==> src/design/MmioPkg.sv <==
package MmioPkg;
	timeunit 1ns;
	timeprecision 1ps;

	// bus operation codes held at level by the requester
	typedef logic [4:0] OpmCode;

	localparam OpmCode UMEM_OPM_READY = 5'h00;
	localparam OpmCode UMEM_OPM_LDL = 5'h0A;
	localparam OpmCode UMEM_OPM_STL = 5'h12;

	// two-bit status back to the requester
	typedef logic [1:0] OkCode;

	localparam OkCode UMEM_OK_READY = 2'h0;
	localparam OkCode UMEM_OK_OK = 2'h1;
	localparam OkCode UMEM_OK_HOLD = 2'h2;
	localparam OkCode UMEM_OK_FAULT = 2'h3;

	// region tags in addr[31:16]
	localparam logic [15:0] GPIO_BASE = 16'hF000;
	localparam logic [15:0] SCRN_BASE = 16'hF00A;

	// gpio register offsets in addr[7:0]
	localparam logic [7:0] GPIO_OUT = 8'h00;
	localparam logic [7:0] GPIO_DIR = 8'h04;
	localparam logic [7:0] GPIO_IN = 8'h08;

	// screen offset bit selecting the control register over the cell area
	localparam int SCRN_CTRL_BIT = 15;

	typedef struct packed {
		logic [31:0] addr;
		OpmCode opm;
		logic [31:0] data;
	} MmioReq;

	typedef struct packed {
		logic [31:0] data;
		OkCode ok;
	} MmioResp;

	// one-hot device strobes
	typedef struct packed {
		logic gpio;
		logic scrn;
	} DevSel;

	typedef struct packed {
		logic [3:0] red;
		logic [3:0] grn;
		logic [3:0] blu;
		logic hsync;
		logic vsync;
	} VgaOut;

endpackage

==> src/design/MmioBusCtl.sv <==
module MmioBusCtl (
	input logic clock,
	input logic reset,
	input MmioPkg::MmioReq req,
	output MmioPkg::MmioResp resp,
	output MmioPkg::DevSel sel,
	input MmioPkg::MmioResp gpioResp,
	input MmioPkg::MmioResp scrnResp
);
	timeunit 1ns;
	timeprecision 1ps;

	logic [15:0] tag;
	logic active;
	logic gpioHit;
	logic scrnHit;
	// unmapped request seen at decode
	logic unmapped;
	// fault answer one cycle after decode like a device
	logic faultQ;

	assign tag = req.addr[31:16];
	assign active = (req.opm != MmioPkg::UMEM_OPM_READY);
	assign gpioHit = (tag == MmioPkg::GPIO_BASE);
	assign scrnHit = (tag == MmioPkg::SCRN_BASE);

	// decode stage holds the strobes for as long as opm is held
	always_ff @(posedge clock)
	begin
		if (reset)
		begin
			sel <= '0;
			unmapped <= 1'b0;
			faultQ <= 1'b0;
		end
		else
		begin
			sel.gpio <= active && gpioHit;
			sel.scrn <= active && scrnHit;
			unmapped <= active && !gpioHit && !scrnHit;
			faultQ <= active && unmapped;
		end
	end

	// fixed priority merge with gpio first
	always_comb
	begin
		resp.data = '0;
		resp.ok = MmioPkg::UMEM_OK_READY;

		if (gpioResp.ok != MmioPkg::UMEM_OK_READY)
		begin
			resp = gpioResp;
		end
		else if (scrnResp.ok != MmioPkg::UMEM_OK_READY)
		begin
			resp = scrnResp;
		end
		else if (faultQ)
		begin
			resp.ok = MmioPkg::UMEM_OK_FAULT;
		end
	end

	// never more than one device strobed
	assert property (@(posedge clock) disable iff (reset) $onehot0(sel))
	else $error("MmioBusCtl: more than one device selected");

	// an OK answer must come from a device strobed the cycle before
	assert property (@(posedge clock) disable iff (reset)
		(resp.ok == MmioPkg::UMEM_OK_OK) |-> $past($onehot(sel)))
	else $error("MmioBusCtl: OK without a single device strobe");

endmodule

==> src/design/MmioGpio.sv <==
module MmioGpio #(
	parameter int GPIO_WIDTH = 32
) (
	input logic clock,
	input logic reset,
	input logic sel,
	input MmioPkg::MmioReq req,
	output MmioPkg::MmioResp resp,
	input logic [GPIO_WIDTH-1:0] pinsIn,
	output logic [GPIO_WIDTH-1:0] pinsOut,
	output logic [GPIO_WIDTH-1:0] pinsDir
);
	timeunit 1ns;
	timeprecision 1ps;

	logic [7:0] offset;
	logic active;
	logic doStore;
	// two-flop input synchronizer
	logic [GPIO_WIDTH-1:0] inMeta;
	logic [GPIO_WIDTH-1:0] inSync;
	logic [31:0] rdData;
	logic [31:0] respData;
	MmioPkg::OkCode respOk;

	// the tag is decoded upstream so only the low offset bits matter
	assign offset = req.addr[7:0];
	assign active = sel && (req.opm != MmioPkg::UMEM_OPM_READY);
	assign doStore = active && (req.opm == MmioPkg::UMEM_OPM_STL);

	always_ff @(posedge clock)
	begin
		inMeta <= pinsIn;
		inSync <= inMeta;
	end

	// output and direction registers with all pins starting as inputs
	always_ff @(posedge clock)
	begin
		if (reset)
		begin
			pinsOut <= '0;
			pinsDir <= '0;
		end
		else if (doStore)
		begin
			case (offset)
				MmioPkg::GPIO_OUT: pinsOut <= req.data[GPIO_WIDTH-1:0];
				MmioPkg::GPIO_DIR: pinsDir <= req.data[GPIO_WIDTH-1:0];
				// GPIO_IN is read only so the store is dropped
				default: ;
			endcase
		end
	end

	// register read mux zero-extended to the bus word
	always_comb
	begin
		rdData = '0;
		case (offset)
			MmioPkg::GPIO_OUT: rdData[GPIO_WIDTH-1:0] = pinsOut;
			MmioPkg::GPIO_DIR: rdData[GPIO_WIDTH-1:0] = pinsDir;
			MmioPkg::GPIO_IN: rdData[GPIO_WIDTH-1:0] = inSync;
			default: rdData = '0;
		endcase
	end

	// answers in one cycle so HOLD is never needed
	always_ff @(posedge clock)
	begin
		if (reset)
		begin
			respOk <= MmioPkg::UMEM_OK_READY;
		end
		else
		begin
			respOk <= active ? MmioPkg::UMEM_OK_OK : MmioPkg::UMEM_OK_READY;
		end
	end

	always_ff @(posedge clock)
	begin
		respData <= rdData;
	end

	assign resp.data = respData;
	assign resp.ok = respOk;

	// the bus control drops the strobe in step with the answer
	assert property (@(posedge clock) disable iff (reset)
		!sel |-> (resp.ok == MmioPkg::UMEM_OK_READY))
	else $error("MmioGpio: answer while not selected");

endmodule

==> src/design/MmioTxtScreen.sv <==
module MmioTxtScreen #(
	parameter int CELL_COLS = 8,
	parameter int CELL_ROWS = 4,
	parameter int H_ACTIVE = 64,
	parameter int H_TOTAL = 80,
	parameter int H_SYNC = 8,
	parameter int V_ACTIVE = 32,
	parameter int V_TOTAL = 40,
	parameter int V_SYNC = 2
) (
	input logic clock,
	input logic reset,
	input logic sel,
	input MmioPkg::MmioReq req,
	output MmioPkg::MmioResp resp,
	output MmioPkg::VgaOut vga
);
	timeunit 1ns;
	timeprecision 1ps;

	localparam int NUM_CELLS = CELL_COLS * CELL_ROWS;
	localparam int IDX_W = $clog2(NUM_CELLS);
	localparam int H_W = $clog2(H_TOTAL);
	localparam int V_W = $clog2(V_TOTAL);
	// active area sits at the end of each line and frame
	localparam int H_START = H_TOTAL - H_ACTIVE;
	localparam int V_START = V_TOTAL - V_ACTIVE;
	localparam MmioPkg::VgaOut VGA_IDLE = '{red: 4'h0, grn: 4'h0, blu: 4'h0,
		hsync: 1'b1, vsync: 1'b1};

	// one cell holds background, foreground and character
	typedef struct packed {
		logic [3:0] bg;
		logic [3:0] fg;
		logic [7:0] ch;
	} TxtCell;

	TxtCell cells [NUM_CELLS];
	logic enable;

	logic active;
	logic doStore;
	logic isCtrl;
	logic [IDX_W-1:0] busIdx;
	logic busIdxOk;
	logic [31:0] rdData;
	logic [31:0] respData;
	MmioPkg::OkCode respOk;

	logic [H_W-1:0] hCnt;
	logic [V_W-1:0] vCnt;
	logic [H_W-1:0] xPos;
	logic [V_W-1:0] yPos;
	logic inArea;
	logic [IDX_W-1:0] beamIdx;
	TxtCell beamCell;
	logic pixOn;
	MmioPkg::VgaOut vgaNext;

	assign active = sel && (req.opm != MmioPkg::UMEM_OPM_READY);
	assign doStore = active && (req.opm == MmioPkg::UMEM_OPM_STL);
	assign isCtrl = req.addr[MmioPkg::SCRN_CTRL_BIT];
	// word index into the cell area
	assign busIdx = req.addr[IDX_W+1:2];
	assign busIdxOk = (int'(busIdx) < NUM_CELLS);

	always_ff @(posedge clock)
	begin
		if (reset)
		begin
			for (int i = 0; i < NUM_CELLS; i++)
			begin
				cells[i] <= '0;
			end
			enable <= 1'b1;
		end
		else if (doStore)
		begin
			if (isCtrl)
				enable <= req.data[0];
			else if (busIdxOk)
				cells[busIdx] <= req.data[15:0];
		end
	end

	always_comb
	begin
		rdData = '0;
		if (isCtrl)
			rdData[0] = enable;
		else if (busIdxOk)
			rdData[15:0] = cells[busIdx];
	end

	always_ff @(posedge clock)
	begin
		if (reset)
			respOk <= MmioPkg::UMEM_OK_READY;
		else
			respOk <= active ? MmioPkg::UMEM_OK_OK : MmioPkg::UMEM_OK_READY;
	end

	always_ff @(posedge clock)
	begin
		respData <= rdData;
	end

	assign resp.data = respData;
	assign resp.ok = respOk;

	// pixel and line counters giving one frame per H_TOTAL * V_TOTAL clocks
	always_ff @(posedge clock)
	begin
		if (reset)
		begin
			hCnt <= '0;
			vCnt <= '0;
		end
		else if (hCnt == H_W'(H_TOTAL - 1))
		begin
			hCnt <= '0;
			vCnt <= (vCnt == V_W'(V_TOTAL - 1)) ? '0 : vCnt + 1'b1;
		end
		else
		begin
			hCnt <= hCnt + 1'b1;
		end
	end

	assign xPos = hCnt - H_W'(H_START);
	assign yPos = vCnt - V_W'(V_START);
	assign inArea = (hCnt >= H_W'(H_START)) && (vCnt >= V_W'(V_START));

	// 8x8 glyph cells with the char byte shown MSB first across the cell
	assign beamIdx = IDX_W'(int'(yPos >> 3) * CELL_COLS + int'(xPos >> 3));
	assign beamCell = cells[beamIdx];
	assign pixOn = beamCell.ch[3'd7 - xPos[2:0]];

	always_comb
	begin
		vgaNext = VGA_IDLE;
		vgaNext.hsync = (hCnt >= H_W'(H_SYNC));
		vgaNext.vsync = (vCnt >= V_W'(V_SYNC));
		if (enable && inArea)
		begin
			vgaNext.red = pixOn ? beamCell.fg : beamCell.bg;
			vgaNext.grn = pixOn ? beamCell.fg : beamCell.bg;
			vgaNext.blu = pixOn ? beamCell.fg : beamCell.bg;
		end
	end

	// colour and sync leave through the same register stage
	always_ff @(posedge clock)
	begin
		if (reset)
			vga <= VGA_IDLE;
		else
			vga <= vgaNext;
	end

	assert property (@(posedge clock) disable iff (reset) int'(hCnt) < H_TOTAL)
	else $error("MmioTxtScreen: pixel counter past line end");

endmodule

==> src/design/MmioTopUnit.sv <==
module MmioTopUnit #(
	parameter int GPIO_WIDTH = 32,
	parameter int CELL_COLS = 8,
	parameter int CELL_ROWS = 4,
	parameter int H_ACTIVE = 64,
	parameter int H_TOTAL = 80,
	parameter int H_SYNC = 8,
	parameter int V_ACTIVE = 32,
	parameter int V_TOTAL = 40,
	parameter int V_SYNC = 2
) (
	input logic clock,
	input logic reset,
	input MmioPkg::MmioReq req,
	output MmioPkg::MmioResp resp,
	input logic [GPIO_WIDTH-1:0] gpioPinsIn,
	output logic [GPIO_WIDTH-1:0] gpioPinsOut,
	output logic [GPIO_WIDTH-1:0] gpioPinsDir,
	output MmioPkg::VgaOut vga
);
	timeunit 1ns;
	timeprecision 1ps;

	MmioPkg::DevSel sel;
	MmioPkg::MmioResp gpioResp;
	MmioPkg::MmioResp scrnResp;

	MmioBusCtl busCtl (
		.clock(clock),
		.reset(reset),
		.req(req),
		.resp(resp),
		.sel(sel),
		.gpioResp(gpioResp),
		.scrnResp(scrnResp)
	);

	MmioGpio #(
		.GPIO_WIDTH(GPIO_WIDTH)
	) gpio (
		.clock(clock),
		.reset(reset),
		.sel(sel.gpio),
		.req(req),
		.resp(gpioResp),
		.pinsIn(gpioPinsIn),
		.pinsOut(gpioPinsOut),
		.pinsDir(gpioPinsDir)
	);

	MmioTxtScreen #(
		.CELL_COLS(CELL_COLS),
		.CELL_ROWS(CELL_ROWS),
		.H_ACTIVE(H_ACTIVE),
		.H_TOTAL(H_TOTAL),
		.H_SYNC(H_SYNC),
		.V_ACTIVE(V_ACTIVE),
		.V_TOTAL(V_TOTAL),
		.V_SYNC(V_SYNC)
	) scrn (
		.clock(clock),
		.reset(reset),
		.sel(sel.scrn),
		.req(req),
		.resp(scrnResp),
		.vga(vga)
	);

endmodule

==> config.mk <==
export PLATFORM = sky130hd
export DESIGN_NAME = MmioTopUnit
export DESIGN_NICKNAME = d
export VERILOG_FILES = /design/src/design/MmioPkg.sv /design/src/design/MmioBusCtl.sv /design/src/design/MmioGpio.sv /design/src/design/MmioTxtScreen.sv /design/src/design/MmioTopUnit.sv
export SDC_FILE = /design/constraint.sdc
export NUM_CORES = 1
export LEC_CHECK = 0
export BUFFER_PORTS_ARGS = -buffer_cell sky130_fd_sc_hd__buf_4
export CAP_MARGIN = 10
export CORE_UTILIZATION = 41
export CTS_CLUSTER_SIZE = 28
export DETAILED_ROUTE_END_ITERATION = 8
export HOLD_SLACK_MARGIN = 0.12
export PLACE_DENSITY = 0.66
export SLEW_MARGIN = 20
export SYNTH_ARGS = -nofsm -noshare
export SYNTH_HDL_FRONTEND = slang
export SYNTH_SLANG_ARGS = --single-unit
==> constraint.sdc <==
create_clock -name clock -period 6.4 [get_ports clock]
set_clock_uncertainty 0.2 [all_clocks]
set_input_delay 0.96 -clock clock [delete_from_list [all_inputs] [get_ports clock]]
set_output_delay 0.96 -clock clock [all_outputs]
set_load 0.05 [all_outputs]
==> metrics.md <==
| Metric | Value |
|---|---|
| Max VDD drop | 0.2380 mV |
| First-pass GRT wire length | 154.2 mm |
| Starting density of the core | 41.34% |
| Max cap viols | 0 |
| Post-route ant nets | 0 |
| Top FF cell, synth | edfxtp_1 |
| Final wirelength | 110.5 mm |
| Post-DP HPWL | 71.39 mm |
| Syn. warnings | 0 |
| Port buffer count | 207 |
| Power per cell area | 259.6 nW/µm² |
| Final min period | 4271 ps |
| Drt first pass iters | 7 |
| Final setup viols | 0 |
| Die Height | 289.5 µm |
| Die Area | 83820 µm² |
| Synth Register Bits | 714 |
| Mapped cell area | 33890 µm² |
| Wire per inst | 29.77 µm |
| Resized Gates After CTS | 0 |
| Setup TNS | 0 ps |
| Pins Over Slew Limit | 0 |
| Grt ovf | 0 |
| Largest net degree at the start of global routing | 67 |
| Gpl congestion | 0.9691 |
| Final Hold Viols | 0 |
| Slowest CP cell | buf_4 |
| Number of synthesized flops with an enable pin | 512 |
| Arr. time, crit path | 4590 ps |
| Syn_area_per_cell | 13.80 µm² |
| Share of cells above drive strength 1 | 26.60% |
| R2R depth | 10 |
| Vias per inst | 6.092 |
| Hold path cells | 0 |
| Asr flop ratio synth | 0% |
| Core footprint | 81980 µm² |
| Slowest stage delay, CP | 760 ps |
| Root buf cell | clkbuf_16 |
| LEAKAGE | 14.20 nW |
| Worst Setup End Kind | flip-flop |
| Number of fill cells in the layout | 7118 |
| CTS Buf Count | 74 |
| Hold-fix buffers, CTS | 0 |
| Clock sinks | 714 |
| Initial antenna violation count | 8 |
| Clock Pin Slew Worst Setup and Hold Paths | 60 ps |
| Layout area overhead | 14.62% |
| Worst EP required | 6720 ps |
| CTS tree | done |
| Via count | 22608 |
| Share of the yosys chip area belonging to registers | 57.29% |
| Clock tree buffer depth | 3 |
| Fmax | 234.2 MHz |
| IO Count | 215 |
| Htree depth | 3 |
| DR DRC count | 0 |
| Worst Path Class, Setup | flip-flop to flip-flop |
| Netlist cell types | 59 |
| Post-CTS Setup Bufs | 0 |
| Die width | 289.5 µm |
| Worst setup SP type | flip-flop |
| Vias in the first global route | 21561 |
| Net count after synthesis | 2569 |
| Worst Hold Class | flip-flop to flip-flop |
| Run status | finished clean |
| Row cnt | 105 |
| Crit share post-route | 66.73% |
| RSZ-0062 raised after global routing | false |
| CP cell instances | buf_4 -> buf_4 -> mux4_2 -> mux4_2 -> nand2_1 -> o31ai_1 -> o311ai_2 -> o41ai_1 -> a311oi_4 -> mux2_2 |
| Clk_lat worst skew | 640 ps |
| All-Layer GR Usage | 25.87% |
| Rel. slew slack | 17.96% |
| Fin nets | 2692 |
| Gate Count Post-Synth | 2456 |
| Min Hold Slack | 124.8 ps |
| Least-Margin Pin Slew | 1231 ps |
| Drt initial violations | 2707 |
| Worst Path Max Fanout | 51 |
final timing paths:
kind                                               from                       to  slack, ps
worst max-delay path            scrn.hCnt[4]$_SDFF_PP0_  scrn.vga[10]$_SDFF_PP0_       2130
worst min-delay path            gpio.inMeta[13]$_DFF_P_  gpio.inSync[13]$_DFF_P_        120
worst max register to register  scrn.hCnt[4]$_SDFF_PP0_  scrn.vga[10]$_SDFF_PP0_       2130
worst min register to register  gpio.inMeta[13]$_DFF_P_  gpio.inSync[13]$_DFF_P_        120
cell type report:
class | instances | area (µm²) | area share [%]
sequential | 714 | 19430 | 50.00
antenna | 2 | 5.005 | 0.01288
clock inverter | 37 | 376.6 | 0.9694
tap | 1070 | 1339 | 3.446
timing repair buffer | 268 | 2038 | 5.247
clock buffer | 99 | 2049 | 5.276
inverter | 15 | 56.30 | 0.1449
multi-input combinational | 1506 | 13560 | 34.90
worst max-delay path, delay by kind of cell (launching register included):
family / cells / cell delay (ps)
buffers and inverters: 2 / 1200
AND/OR/NAND/NOR: 1 / 110
AO/OA/AOI/OAI: 4 / 880
flip-flops: 1 / 360
multiplexers: 3 / 1330
where the power goes:
| group | leakage [nW] | internal [mW] | switching, mW |
|---|---|---|---|
| registers | 7.16 | 5.05 | 0.0588 |
| clock network | 1.19 | 2.51 | 1.84 |
| logic | 5.86 | 0.220 | 0.405 |
| total | 14.2 | 7.78 | 2.30 |
synth_stat cells, types with 17 or more instances:
| master | n | area (µm²) |
|---|---|---|
| and2_1 | 538 | 3366 |
| edfxtp_1 | 512 | 15370 |
| mux4_2 | 273 | 6148 |
| dfxtp_1 | 202 | 4044 |
| nand2_1 | 172 | 645.6 |
| clkbuf_1 | 161 | 604.3 |
| nor2_1 | 124 | 465.5 |
| a21oi_1 | 108 | 540.5 |
| a22oi_1 | 67 | 503.0 |
| mux2i_1 | 45 | 450.4 |
| or2_2 | 33 | 206.5 |
| buf_2 | 25 | 125.1 |
| buf_1 | 24 | 90.09 |
| a22o_1 | 17 | 148.9 |
routing by layer:
layer,track usage (%),up-vias,routed length [µm]
li1,-,9333,-
met1,34.74,11723,42200
met2,39.47,1327,51300
met3,6.601,217,11740
met4,11.99,8,5178
met5,0,-,44
cells in the final DEF, fill, tap and decap left out, types with 4 or more instances in the layout:
cell / Yosys / layout
and2_1: 538 / 538
edfxtp_1: 512 / 512
mux4_2: 273 / 273
buf_4: 9 / 265
dfxtp_1: 202 / 200
nand2_1: 172 / 172
nor2_1: 124 / 123
a21oi_1: 108 / 108
clkbuf_16: 0 / 77
a22oi_1: 67 / 67
mux2i_1: 45 / 45
or2_2: 33 / 33
clkbuf_1: 161 / 18
a22o_1: 17 / 17
a41oi_1: 14 / 14
clkinv_1: 2 / 13
inv_1: 11 / 11
clkinv_2: 0 / 11
nor3_1: 12 / 10
ha_1: 10 / 10
nand3_1: 8 / 8
and3_1: 6 / 6
mux2_2: 6 / 6
xnor2_1: 7 / 6
a31oi_1: 6 / 6
bufinv_16: 0 / 6
xor2_1: 6 / 5
nor2b_1: 7 / 5
o211ai_1: 5 / 5
a211oi_1: 5 / 5
clkbuf_8: 0 / 5
nand2b_1: 4 / 4
kinds of logic after synthesis:
| kind of cell | synth area share, % |
|---|---|
| fa+ha+maj | 0.3692 |
| mux | 19.67 |
| buf+inv | 2.850 |
| xor+xnor | 0.3359 |
| flops | 57.29 |
| compound gates | 4.722 |
| simple gates | 14.76 |
metrics by stage:
step                util, %  area, µm²  std cells  power (mW)  setup WS (ps)
floorplan                 -      33890       2456       5.528           1591
CTS                   47.38      38840       3709       10.11           2150
finish                47.39      38850       3711       10.08           2129
global placement      44.42      36420       3573       5.804           1905
detailed placement    44.42      36420       3573       5.819           1900
global route          47.38      38840       3709       10.33           2035
flip-flops by register name, summed over array words and instances, names as in the netlist, 2 cells and up:
signal         flops
gpio.pinsDir      32
gpio.respData     32
scrn.hCnt          7
gpio.pinsOut      32
gpio.inMeta       32
scrn.vga           6
busCtl.sel         2
scrn.vCnt          6
scrn.cells       512
scrn.respData     16
gpio.inSync       32
(Power assumes the default switching activity.)
